## config.mk

```make
export PLATFORM = sky130hd
export DESIGN_NAME = gnn_dispatch_top
export DESIGN_NICKNAME = d
export VERILOG_FILES = /design/src/common/gnn_dispatch_pkg.sv /design/src/hdl/gnn_dispatch_top.sv /design/src/hdl/task_queue.sv /design/src/decoder/cmd_decoder.sv /design/src/hdl/cmd_fifo.sv
export VERILOG_INCLUDE_DIRS = /design/src /design/src/common
export SDC_FILE = /design/constraint.sdc
export NUM_CORES = 1
export LEC_CHECK = 0
export BUFFER_PORTS_ARGS = -buffer_cell sky130_fd_sc_hd__buf_2
export CAP_MARGIN = 20
export CORE_ASPECT_RATIO = 0.8
export CORE_UTILIZATION = 60
export CTS_CLUSTER_DIAMETER = 60
export CTS_CLUSTER_SIZE = 12
export DETAILED_ROUTE_END_ITERATION = 12
export PLACE_DENSITY = 0.87
export SLEW_MARGIN = 20
export SYNTH_ARGS = -nofsm -noshare
export SYNTH_HDL_FRONTEND = slang
export SYNTH_SLANG_ARGS = --single-unit
```

## constraint.sdc

```tcl
create_clock -name clk -period 4.6 [get_ports clk]
set_input_delay 1.38 -clock clk [delete_from_list [all_inputs] [get_ports clk]]
set_output_delay 1.38 -clock clk [all_outputs]
set_load 0.02 [all_outputs]
```

## src/common/gnn_dispatch_macros.svh

```systemverilog
`ifndef GNN_DISPATCH_MACROS_SVH
`define GNN_DISPATCH_MACROS_SVH

// host command word, opcode in the top two bits
`define CMD_WIDTH 16

// replay passes over one vertex batch
`define MAX_REPLAY_ITER 4

`define NUM_EDGE_PE 4

// entries in the issued task queue
`define TASK_Q_DEPTH 8

// entries in the host command FIFO
`define CMD_FIFO_DEPTH 8

`endif
```

## src/common/gnn_dispatch_pkg.sv

```systemverilog
`include "gnn_dispatch_macros.svh"

package gnn_dispatch_pkg;

    typedef logic [`CMD_WIDTH-1:0] cmd_word_t;        // opcode in 15:14, iteration mask in 13:10
    typedef logic [`CMD_WIDTH-3:0] task_word_t;       // task payload without the opcode
    typedef logic [$clog2(`MAX_REPLAY_ITER)-1:0] replay_iter_t;
    typedef logic [4:0] num_fv_t;
    typedef logic [3:0] weight_bound_t;
    typedef logic [`NUM_EDGE_PE-1:0] pe_mask_t;       // one idle bit per edge PE

    typedef enum logic [1:0] {
        op_task   = 2'b00,
        op_replay = 2'b01,
        op_num_fv = 2'b10,
        op_weight = 2'b11
    } cmd_op_t;

    typedef enum logic [2:0] {
        st_idle        = 3'd0,
        st_wait_grant  = 3'd1,
        st_wait_replay = 3'd2,
        st_wait_stream = 3'd3,
        st_wait_vertex = 3'd4
    } dec_state_t;

    // head word of the command FIFO toward the decoder
    typedef struct packed {
        logic      valid;
        cmd_word_t word;
    } cmd_pkt_t;

    // task issued to the reservation station
    typedef struct packed {
        logic       valid;
        task_word_t payload;
    } rs_task_t;

    // fetch or replay packet toward the memory banks
    typedef struct packed {
        logic      valid;
        cmd_word_t word;
    } mem_pkt_t;

endpackage

```

## src/hdl/gnn_dispatch_top.sv

```systemverilog
`timescale 1ns/100ps

module gnn_dispatch_top (
    input  logic                            clk,
    input  logic                            reset,
    input  logic                            cmd_wr,
    input  gnn_dispatch_pkg::cmd_word_t     cmd_data,
    output logic                            cmd_full,
    output gnn_dispatch_pkg::rs_task_t      task_out,
    input  logic                            task_take,
    output logic                            mem_req,
    input  logic                            grant,
    output gnn_dispatch_pkg::mem_pkt_t      mem_out,
    input  logic                            bank_busy,
    input  gnn_dispatch_pkg::pe_mask_t      pe_idle,
    input  logic                            stream_end,
    input  logic                            vertex_done,
    output logic                            cntl_done,
    output logic                            task_complete,
    output gnn_dispatch_pkg::replay_iter_t  replay_iter,
    output gnn_dispatch_pkg::num_fv_t       num_fv,
    output gnn_dispatch_pkg::weight_bound_t weight_bound
);
    import gnn_dispatch_pkg::*;

    cmd_pkt_t cmd_head;
    rs_task_t rs_task;
    logic     fifo_stall;
    logic     rs_empty;

    cmd_fifo u_cmd_fifo (
        .clk        (clk),
        .reset      (reset),
        .cmd_wr     (cmd_wr),
        .cmd_data   (cmd_data),
        .fifo_stall (fifo_stall),
        .cmd_full   (cmd_full),
        .cmd_head   (cmd_head)
    );

    cmd_decoder u_cmd_decoder (
        .clk           (clk),
        .reset         (reset),
        .cmd_head      (cmd_head),
        .rs_empty      (rs_empty),
        .grant         (grant),
        .bank_busy     (bank_busy),
        .pe_idle       (pe_idle),
        .stream_end    (stream_end),
        .vertex_done   (vertex_done),
        .fifo_stall    (fifo_stall),
        .rs_task       (rs_task),
        .mem_req       (mem_req),
        .mem_out       (mem_out),
        .cntl_done     (cntl_done),
        .task_complete (task_complete),
        .replay_iter   (replay_iter),
        .num_fv        (num_fv),
        .weight_bound  (weight_bound)
    );

    // queue emptiness closes the decoder's replay condition
    task_queue u_task_queue (
        .clk       (clk),
        .reset     (reset),
        .rs_task   (rs_task),
        .task_take (task_take),
        .task_out  (task_out),
        .rs_empty  (rs_empty)
    );

endmodule

```

## src/hdl/task_queue.sv

```systemverilog
`timescale 1ns/100ps
`include "gnn_dispatch_macros.svh"

module task_queue (
    input  logic                       clk,
    input  logic                       reset,
    input  gnn_dispatch_pkg::rs_task_t rs_task,
    input  logic                       task_take,
    output gnn_dispatch_pkg::rs_task_t task_out,
    output logic                       rs_empty
);
    import gnn_dispatch_pkg::*;

    localparam int DEPTH = `TASK_Q_DEPTH;
    localparam int PTR_W = $clog2(DEPTH);

    task_word_t       mem [DEPTH];
    logic [PTR_W-1:0] wr_ptr;
    logic [PTR_W-1:0] rd_ptr;
    logic [PTR_W:0]   count;
    logic             full;
    logic             push;
    logic             pop;

    assign rs_empty = (count == '0);
    assign full     = (count == (PTR_W+1)'(DEPTH));

    // replay markers wait for an empty queue, so a full push should not happen
    assign push = rs_task.valid && !full;
    assign pop  = task_take && !rs_empty;

    // show-ahead head toward the PEs
    assign task_out.valid   = !rs_empty;
    assign task_out.payload = mem[rd_ptr];

    always_ff @(posedge clk) begin
        if (push) begin
            mem[wr_ptr] <= rs_task.payload;
        end
    end

    always_ff @(posedge clk) begin
        if (reset) begin
            wr_ptr <= '0;
            rd_ptr <= '0;
            count  <= '0;
        end else begin
            if (push) begin
                wr_ptr <= wr_ptr + 1'b1;
            end
            if (pop) begin
                rd_ptr <= rd_ptr + 1'b1;
            end
            case ({push, pop})
                2'b10: begin
                    count <= count + 1'b1;
                end
                2'b01: begin
                    count <= count - 1'b1;
                end
                default: begin
                    count <= count;                   // idle, or push and pop together
                end
            endcase
        end
    end

endmodule

```

## src/decoder/cmd_decoder.sv

```systemverilog
`timescale 1ns/100ps
`include "gnn_dispatch_macros.svh"

module cmd_decoder (
    input  logic                            clk,
    input  logic                            reset,
    input  gnn_dispatch_pkg::cmd_pkt_t      cmd_head,
    input  logic                            rs_empty,
    input  logic                            grant,
    input  logic                            bank_busy,
    input  gnn_dispatch_pkg::pe_mask_t      pe_idle,
    input  logic                            stream_end,
    input  logic                            vertex_done,
    output logic                            fifo_stall,
    output gnn_dispatch_pkg::rs_task_t      rs_task,
    output logic                            mem_req,
    output gnn_dispatch_pkg::mem_pkt_t      mem_out,
    output logic                            cntl_done,
    output logic                            task_complete,
    output gnn_dispatch_pkg::replay_iter_t  replay_iter,
    output gnn_dispatch_pkg::num_fv_t       num_fv,
    output gnn_dispatch_pkg::weight_bound_t weight_bound
);
    import gnn_dispatch_pkg::*;

    localparam replay_iter_t LAST_ITER = replay_iter_t'(`MAX_REPLAY_ITER - 1);

    dec_state_t    state;
    dec_state_t    nx_state;
    cmd_word_t     pending;                    // command held while it waits for memory
    cmd_word_t     nx_pending;
    replay_iter_t  replay_iter_q;
    replay_iter_t  nx_replay_iter;
    num_fv_t       num_fv_q;
    num_fv_t       nx_num_fv;
    weight_bound_t weight_bound_q;
    weight_bound_t nx_weight_bound;
    logic          req_q;
    logic          nx_req;
    logic          nx_fifo_stall;
    logic          replay_ready;
    cmd_op_t       op;
    logic [`MAX_REPLAY_ITER-1:0] iter_mask;

    assign op        = cmd_op_t'(cmd_head.word[`CMD_WIDTH-1 -: 2]);
    assign iter_mask = cmd_head.word[`CMD_WIDTH-3 -: `MAX_REPLAY_ITER];

    // the next pass may start only once every consumer of the last one has drained
    assign replay_ready = !bank_busy && rs_empty && (&pe_idle);

    assign replay_iter  = replay_iter_q;
    assign num_fv       = num_fv_q;
    assign weight_bound = weight_bound_q;
    assign mem_req      = nx_req;              // up in the decode cycle, down in the grant cycle

    always_ff @(posedge clk) begin
        pending <= nx_pending;
    end

    always_ff @(posedge clk) begin
        if (reset) begin
            state          <= st_idle;
            replay_iter_q  <= '0;
            num_fv_q       <= '0;
            weight_bound_q <= '0;
            req_q          <= 1'b0;
            fifo_stall     <= 1'b0;
        end else begin
            state          <= nx_state;
            replay_iter_q  <= nx_replay_iter;
            num_fv_q       <= nx_num_fv;
            weight_bound_q <= nx_weight_bound;
            req_q          <= nx_req;
            fifo_stall     <= nx_fifo_stall;
        end
    end

    always_comb begin
        nx_state        = state;
        nx_pending      = pending;
        nx_replay_iter  = replay_iter_q;
        nx_num_fv       = num_fv_q;
        nx_weight_bound = weight_bound_q;
        nx_req          = req_q;
        nx_fifo_stall   = 1'b0;
        rs_task         = '0;
        mem_out         = '0;
        cntl_done       = 1'b0;
        task_complete   = 1'b0;

        case (state)
            st_idle: begin
                if (cmd_head.valid) begin
                    case (op)
                        op_task: begin
                            if (iter_mask[replay_iter_q]) begin
                                rs_task.valid   = 1'b1;
                                rs_task.payload = cmd_head.word[`CMD_WIDTH-3:0];
                            end else begin
                                nx_req        = 1'b1;  // not enabled this pass, fetch instead
                                nx_pending    = cmd_head.word;
                                nx_fifo_stall = 1'b1;
                                nx_state      = st_wait_grant;
                            end
                        end
                        op_replay: begin
                            nx_pending     = cmd_head.word;
                            nx_fifo_stall  = 1'b1;
                            nx_state       = st_wait_replay;
                        end
                        op_num_fv: begin
                            nx_num_fv = cmd_head.word[$bits(num_fv_t)-1:0];
                        end
                        op_weight: begin
                            nx_weight_bound = cmd_head.word[$bits(weight_bound_t)-1:0];
                            nx_fifo_stall   = 1'b1;
                            nx_state        = st_wait_stream;
                        end
                    endcase
                end
            end
            st_wait_grant: begin
                if (grant) begin
                    mem_out.valid = 1'b1;
                    mem_out.word  = pending;
                    nx_req        = 1'b0;
                    nx_state      = st_idle;
                end else begin
                    nx_fifo_stall = 1'b1;
                end
            end
            st_wait_replay: begin
                nx_fifo_stall = 1'b1;
                if (replay_ready) begin
                    if (replay_iter_q == LAST_ITER) begin
                        cntl_done = 1'b1;              // last pass, no marker goes to memory
                        nx_state  = st_wait_vertex;
                    end else begin
                        mem_out.valid  = 1'b1;
                        mem_out.word   = pending;
                        nx_replay_iter = replay_iter_q + 1'b1;
                        nx_state       = st_wait_stream;
                    end
                end
            end
            st_wait_stream: begin
                if (stream_end) begin
                    nx_state       = st_idle;
                end else begin
                    nx_fifo_stall = 1'b1;
                end
            end
            st_wait_vertex: begin
                if (vertex_done) begin
                    task_complete  = 1'b1;
                    nx_replay_iter = '0;
                    nx_state       = st_idle;
                end else begin
                    nx_fifo_stall = 1'b1;
                end
            end
            default: begin
                nx_req   = 1'b0;
                nx_state = st_idle;
            end
        endcase
    end

endmodule

```

## src/hdl/cmd_fifo.sv

```systemverilog
`timescale 1ns/100ps
`include "gnn_dispatch_macros.svh"

module cmd_fifo (
    input  logic                        clk,
    input  logic                        reset,
    input  logic                        cmd_wr,
    input  gnn_dispatch_pkg::cmd_word_t cmd_data,
    input  logic                        fifo_stall,
    output logic                        cmd_full,
    output gnn_dispatch_pkg::cmd_pkt_t  cmd_head
);
    import gnn_dispatch_pkg::*;

    localparam int DEPTH = `CMD_FIFO_DEPTH;
    localparam int PTR_W = $clog2(DEPTH);

    cmd_word_t        mem [DEPTH];
    logic [PTR_W-1:0] wr_ptr;
    logic [PTR_W-1:0] rd_ptr;
    logic [PTR_W:0]   count;
    logic             push;
    logic             pop;
    logic             empty;

    assign empty    = (count == '0);
    assign cmd_full = (count == (PTR_W+1)'(DEPTH));

    // writes into a full FIFO are dropped
    assign push = cmd_wr && !cmd_full;

    // the decoder takes every presented word, so presenting it is the pop
    assign pop = !empty && !fifo_stall;

    assign cmd_head.valid = pop;
    assign cmd_head.word  = mem[rd_ptr];

    always_ff @(posedge clk) begin
        if (push) begin
            mem[wr_ptr] <= cmd_data;
        end
    end

    always_ff @(posedge clk) begin
        if (reset) begin
            wr_ptr <= '0;
            rd_ptr <= '0;
            count  <= '0;
        end else begin
            if (push) begin
                wr_ptr <= wr_ptr + 1'b1;          // depth is a power of two, pointer wraps
            end
            if (pop) begin
                rd_ptr <= rd_ptr + 1'b1;
            end
            case ({push, pop})
                2'b10: begin
                    count <= count + 1'b1;
                end
                2'b01: begin
                    count <= count - 1'b1;
                end
                default: begin
                    count <= count;
                end
            endcase
        end
    end

endmodule

```

==> impl_results.html <==
<table>
<tr><th>Metric</th><th>Value</th></tr>
<tr><th colspan="2">Outcome</th></tr>
<tr><td>Outcome</td><td>finished, final reports clean</td></tr>
<tr><th colspan="2">CTS</th></tr>
<tr><td>Resize count post-CTS</td><td>0</td></tr>
<tr><td>Clock sinks</td><td>298</td></tr>
<tr><td>Cell at the root of the clock tree</td><td>sky130_fd_sc_hd__clkbuf_16</td></tr>
<tr><td>Post-cts hold buffer count</td><td>0</td></tr>
<tr><td>CTS tree</td><td>built</td></tr>
<tr><td>Clock latency reported for the late side of the worst-skew pair</td><td>0.55 ns</td></tr>
<tr><td>Clk buf depth</td><td>3</td></tr>
<tr><td>Number of levels the H-tree was split into</td><td>1</td></tr>
<tr><td>Setup Fix Bufs, Post-CTS</td><td>0</td></tr>
<tr><td>Reg clk slew, reported paths</td><td>0.07 ns</td></tr>
<tr><td>TritonCTS buffer count</td><td>28</td></tr>
<tr><th colspan="2">Die</th></tr>
<tr><td>Die Span Y</td><td>128 um</td></tr>
<tr><td>Die Wd</td><td>160 um</td></tr>
<tr><td>Core area</td><td>19300 um^2</td></tr>
<tr><td>I/O pin count</td><td>75</td></tr>
<tr><td>Count of standard-cell rows</td><td>45</td></tr>
<tr><td>Area of the die</td><td>20500 um^2</td></tr>
<tr><td>Initial cell density of the core</td><td>0.622</td></tr>
<tr><th colspan="2">Pwr</th></tr>
<tr><td>VDD IR-drop max</td><td>0.000385 V</td></tr>
<tr><td>Total Power</td><td>7.24 mW</td></tr>
<tr><td>P_leak</td><td>4.64 nW</td></tr>
<tr><td>Power density normalized to cell area</td><td>533 nW/um^2</td></tr>
<tr><th colspan="2">Placement</th></tr>
<tr><td>DPL Wire Length</td><td>15200 um</td></tr>
<tr><td>Cell count after placement</td><td>1006</td></tr>
<tr><td>PortBufs</td><td>74</td></tr>
<tr><td>Placement-stage worst setup slack</td><td>0.522 ns</td></tr>
<tr><td>Final weighted congestion in routability-driven placement</td><td>0.848</td></tr>
<tr><th colspan="2">STA</th></tr>
<tr><td>Final setup slack of the worst path</td><td>0.143 ns</td></tr>
<tr><td>Final cycle utilization of the critical path</td><td>0.969</td></tr>
<tr><td>Setup repair after global routing missed its margin</td><td>false</td></tr>
<tr><td>Hold slack final</td><td>0.496 ns</td></tr>
<tr><td>Transition time at the pin with the least slew margin</td><td>1.05 ns</td></tr>
<tr><td>Upper clock frequency limit</td><td>0.224 GHz</td></tr>
<tr><td>Slew Viols, Final</td><td>0</td></tr>
<tr><td>Time the final worst path needs with I/O delays and setup</td><td>4.46 ns</td></tr>
<tr><td>Fin Setup TNS</td><td>0 ns</td></tr>
<tr><td>Relative slew margins</td><td>0.300</td></tr>
<tr><td>Hold violation count in the final report</td><td>0</td></tr>
<tr><td>Worst-case clock skew</td><td>0.0169 ns</td></tr>
<tr><td>Total of endpoints with negative setup slack in the final report</td><td>0</td></tr>
<tr><th colspan="2">GRT</th></tr>
<tr><td>Wire length of the first global-routing pass</td><td>38700 um</td></tr>
<tr><td>Largest net degree at the start of global routing</td><td>43</td></tr>
<tr><td>Leftover overflow at the end of global routing</td><td>0</td></tr>
<tr><td>All-Layer GR Usage</td><td>0.256</td></tr>
<tr><td>Initial antenna violation count</td><td>2</td></tr>
<tr><td>Via count of the first global-routing pass</td><td>6688</td></tr>
<tr><th colspan="2">Worst setup path</th></tr>
<tr><td>Worst reg-to-reg path cell count</td><td>12</td></tr>
<tr><td>Worst path depth</td><td>7</td></tr>
<tr><td>CP Cell Sequence</td><td>buf_4, mux2i_1, mux4_2, o32ai_4, or2_1, o21ai_2, buf_2</td></tr>
<tr><td>Destination of the critical timing path</td><td>mem_req</td></tr>
<tr><td>CP required</td><td>3.22 ns</td></tr>
<tr><td>Setup slack of the most critical reg-to-reg path</td><td>0.90 ns</td></tr>
<tr><td>R2r endpoint</td><td>u_task_queue.count[2]</td></tr>
<tr><td>Kind of cell adding the most delay to the critical path</td><td>buffers and inverters</td></tr>
<tr><td>Critical Path Max Stage Delay</td><td>0.53 ns</td></tr>
<tr><td>Slowest cell on the critical path</td><td>sky130_fd_sc_hd__buf_4</td></tr>
<tr><td>CP Data Arrival Time</td><td>3.08 ns</td></tr>
<tr><td>CP bufs+invs</td><td>2</td></tr>
<tr><td>Endpoint kind of the worst setup timing path</td><td>primary output</td></tr>
<tr><td>Launching element type of the critical path</td><td>flop</td></tr>
<tr><td>Maximum fanout along the worst path</td><td>32</td></tr>
<tr><td>Type of the worst setup path</td><td>reg2out</td></tr>
<tr><th colspan="2">Run</th></tr>
<tr><td>Max-cap viol count</td><td>0</td></tr>
<tr><th colspan="2">Route</th></tr>
<tr><td>Via-per-instance ratio</td><td>6.28</td></tr>
<tr><td>Antenna Nets Post-Route</td><td>0</td></tr>
<tr><td>Routed wire per std cell</td><td>24.3 um</td></tr>
<tr><td>Violation count after the first detailed-route iteration</td><td>691</td></tr>
<tr><td>Total wire length after detailed routing</td><td>25700 um</td></tr>
<tr><td>First-pass iteration count of the detailed router</td><td>5</td></tr>
<tr><td>Drt drc</td><td>0</td></tr>
<tr><td>Number of vias after detailed routing</td><td>6652</td></tr>
<tr><th colspan="2">Synth</th></tr>
<tr><td>Count of flip-flops with a built-in enable after synthesis</td><td>256</td></tr>
<tr><td>Post-synthesis cell area</td><td>12000 um^2</td></tr>
<tr><td>Netlist cell types</td><td>56</td></tr>
<tr><td>Total nets after synthesis</td><td>720</td></tr>
<tr><td>Top flip-flop cell by instance count after synthesis</td><td>sky130_fd_sc_hd__edfxtp_1</td></tr>
<tr><td>Mapped Avg Cell Area</td><td>17.6 um^2</td></tr>
<tr><td>Synth warnings</td><td>0</td></tr>
<tr><td>Sequential element share of the synthesized area</td><td>0.712</td></tr>
<tr><td>FFs w/ async S/R, synth</td><td>0</td></tr>
<tr><td>Synthesis-stage register bit count</td><td>298</td></tr>
<tr><td>Number of instances in the synthesized netlist</td><td>680</td></tr>
<tr><th colspan="2">Worst hold path</th></tr>
<tr><td>Hold crit path type</td><td>reg2reg</td></tr>
<tr><th colspan="2">Cells and area</th></tr>
<tr><td>Filler Cell Count</td><td>1166</td></tr>
<tr><td>Most common cell after layout, fill and taps aside</td><td>sky130_fd_sc_hd__edfxtp_1</td></tr>
<tr><td>Area taken by flip-flops and latches</td><td>8530 um^2</td></tr>
<tr><td>Final net count</td><td>818</td></tr>
<tr><td>Area growth from synthesis to final layout</td><td>13.3%</td></tr>
<tr><td>Fraction of final layout cells with drive strength greater than 1</td><td>0.285</td></tr>
<tr><td>Area of the multi-input gates</td><td>3320 um^2</td></tr>
<tr><td>Non-filler instance count after layout</td><td>1060</td></tr>
<tr><td>Most used cells in the layout excluding fill and tap cells</td><td>sky130_fd_sc_hd__edfxtp_1, sky130_fd_sc_hd__buf_2, sky130_fd_sc_hd__mux4_2, sky130_fd_sc_hd__nor2_1, sky130_fd_sc_hd__dfxtp_1</td></tr>
</table>
sequential cells by signal, indices dropped and copies added (netlist names), named ones only:
register	cells
u_cmd_decoder.state	3
u_cmd_decoder.num_fv	5
u_cmd_fifo.rd_ptr	3
u_cmd_fifo.mem	128
u_cmd_decoder.weight_bound	4
u_cmd_decoder.pending	16
u_task_queue.rd_ptr	3
u_task_queue.wr_ptr	3
u_task_queue.count	4
u_cmd_decoder.fifo_stall	1
u_task_queue.mem	112
u_cmd_fifo.count	4
u_cmd_decoder.req_q	1
u_cmd_decoder.replay_iter	2
u_cmd_fifo.wr_ptr	3
report_power, final:
group          leakage, nW  switching, mW  total, mW  internal, mW
clock network        0.385          0.941       2.10          1.16
logic                 1.61           1.06       1.78         0.719
registers             2.64          0.146       3.36          3.21
total                 4.64           2.15       7.24          5.09
stage by stage:
stage / util / instance area [um^2]
floorplan: - / 12000
global placement: 0.662 / 12800
detailed placement: 0.662 / 12800
CTS: 0.705 / 13600
global route: 0.705 / 13600
finish: 0.705 / 13600
worst min-delay path by stage:
stage,startpoint,endpoint,slack (ns),cells after the start
floorplan,u_task_queue.rd_ptr[1],flop,0.45,2
global placement,u_task_queue.rd_ptr[1],u_task_queue.rd_ptr[1],0.47,2
detailed placement,u_task_queue.wr_ptr[2],u_task_queue.wr_ptr[2],0.48,2
CTS,u_task_queue.wr_ptr[2],u_task_queue.wr_ptr[2],0.49,2
global route,u_cmd_fifo.count[3],u_cmd_fifo.count[3],0.52,2
finish,u_task_queue.wr_ptr[2],u_task_queue.wr_ptr[2],0.50,2
final cells by class:
cell class,count,area share
multi-input combinational,339,0.244
antenna,2,0.000369
timing repair buffer,94,0.0383
inverter,17,0.00470
clock inverter,1,0.00120
clock buffer,51,0.0587
tap,258,0.0238
sequential,298,0.629
routing by layer:
layer	vias to the layer above	GRT usage	routed length, um
met5	-	0	0
met4	0	0.0818	789
met3	61	0.0409	2010
met2	365	0.443	12900
met1	3387	0.340	10000
li1	2839	-	-
tightest hold or removal path, stage by stage, from the launching register on:
cell and delay (ns):
sky130_fd_sc_hd__dfxtp_1 0.32, sky130_fd_sc_hd__o21ai_0 0.07, sky130_fd_sc_hd__a21oi_1 0.06
synthesized netlist by cell type (all sizes together) (2+ instances only):
master	instances	area, um^2
a21oi	15	78.8
a22o	2	17.5
a22oi	3	22.5
and2	19	119
and3	2	12.5
buf	11	77.6
clkbuf	15	56.3
dfxtp	42	841
edfxtp	256	7690
ha	11	138
inv	17	63.8
mux2	31	353
mux2i	25	250
mux4	55	1240
nand2	23	86.3
nand2b	15	93.8
nand3	5	30.0
nand3b	2	15.0
nor2	52	195
nor2b	16	100
nor3	12	65.1
o21ai	7	38.8
o32ai	5	62.6
or2	4	25.0
or3	4	25.0
xnor2	4	35.0
xor2	9	78.8
kinds of logic (layout without fill, tap and decap cells):
logic type,after synthesis,after routing,share of synthesized area
other cells,0,2,0
mux,111,111,0.154
fa+ha+maj,12,12,0.0132
flops,298,298,0.712
buf+inv,43,163,0.0165
simple gates,160,160,0.0678
compound gates,43,43,0.0272
xor+xnor,13,13,0.00951
No activity file was read; power rests on OpenSTA's default activity.
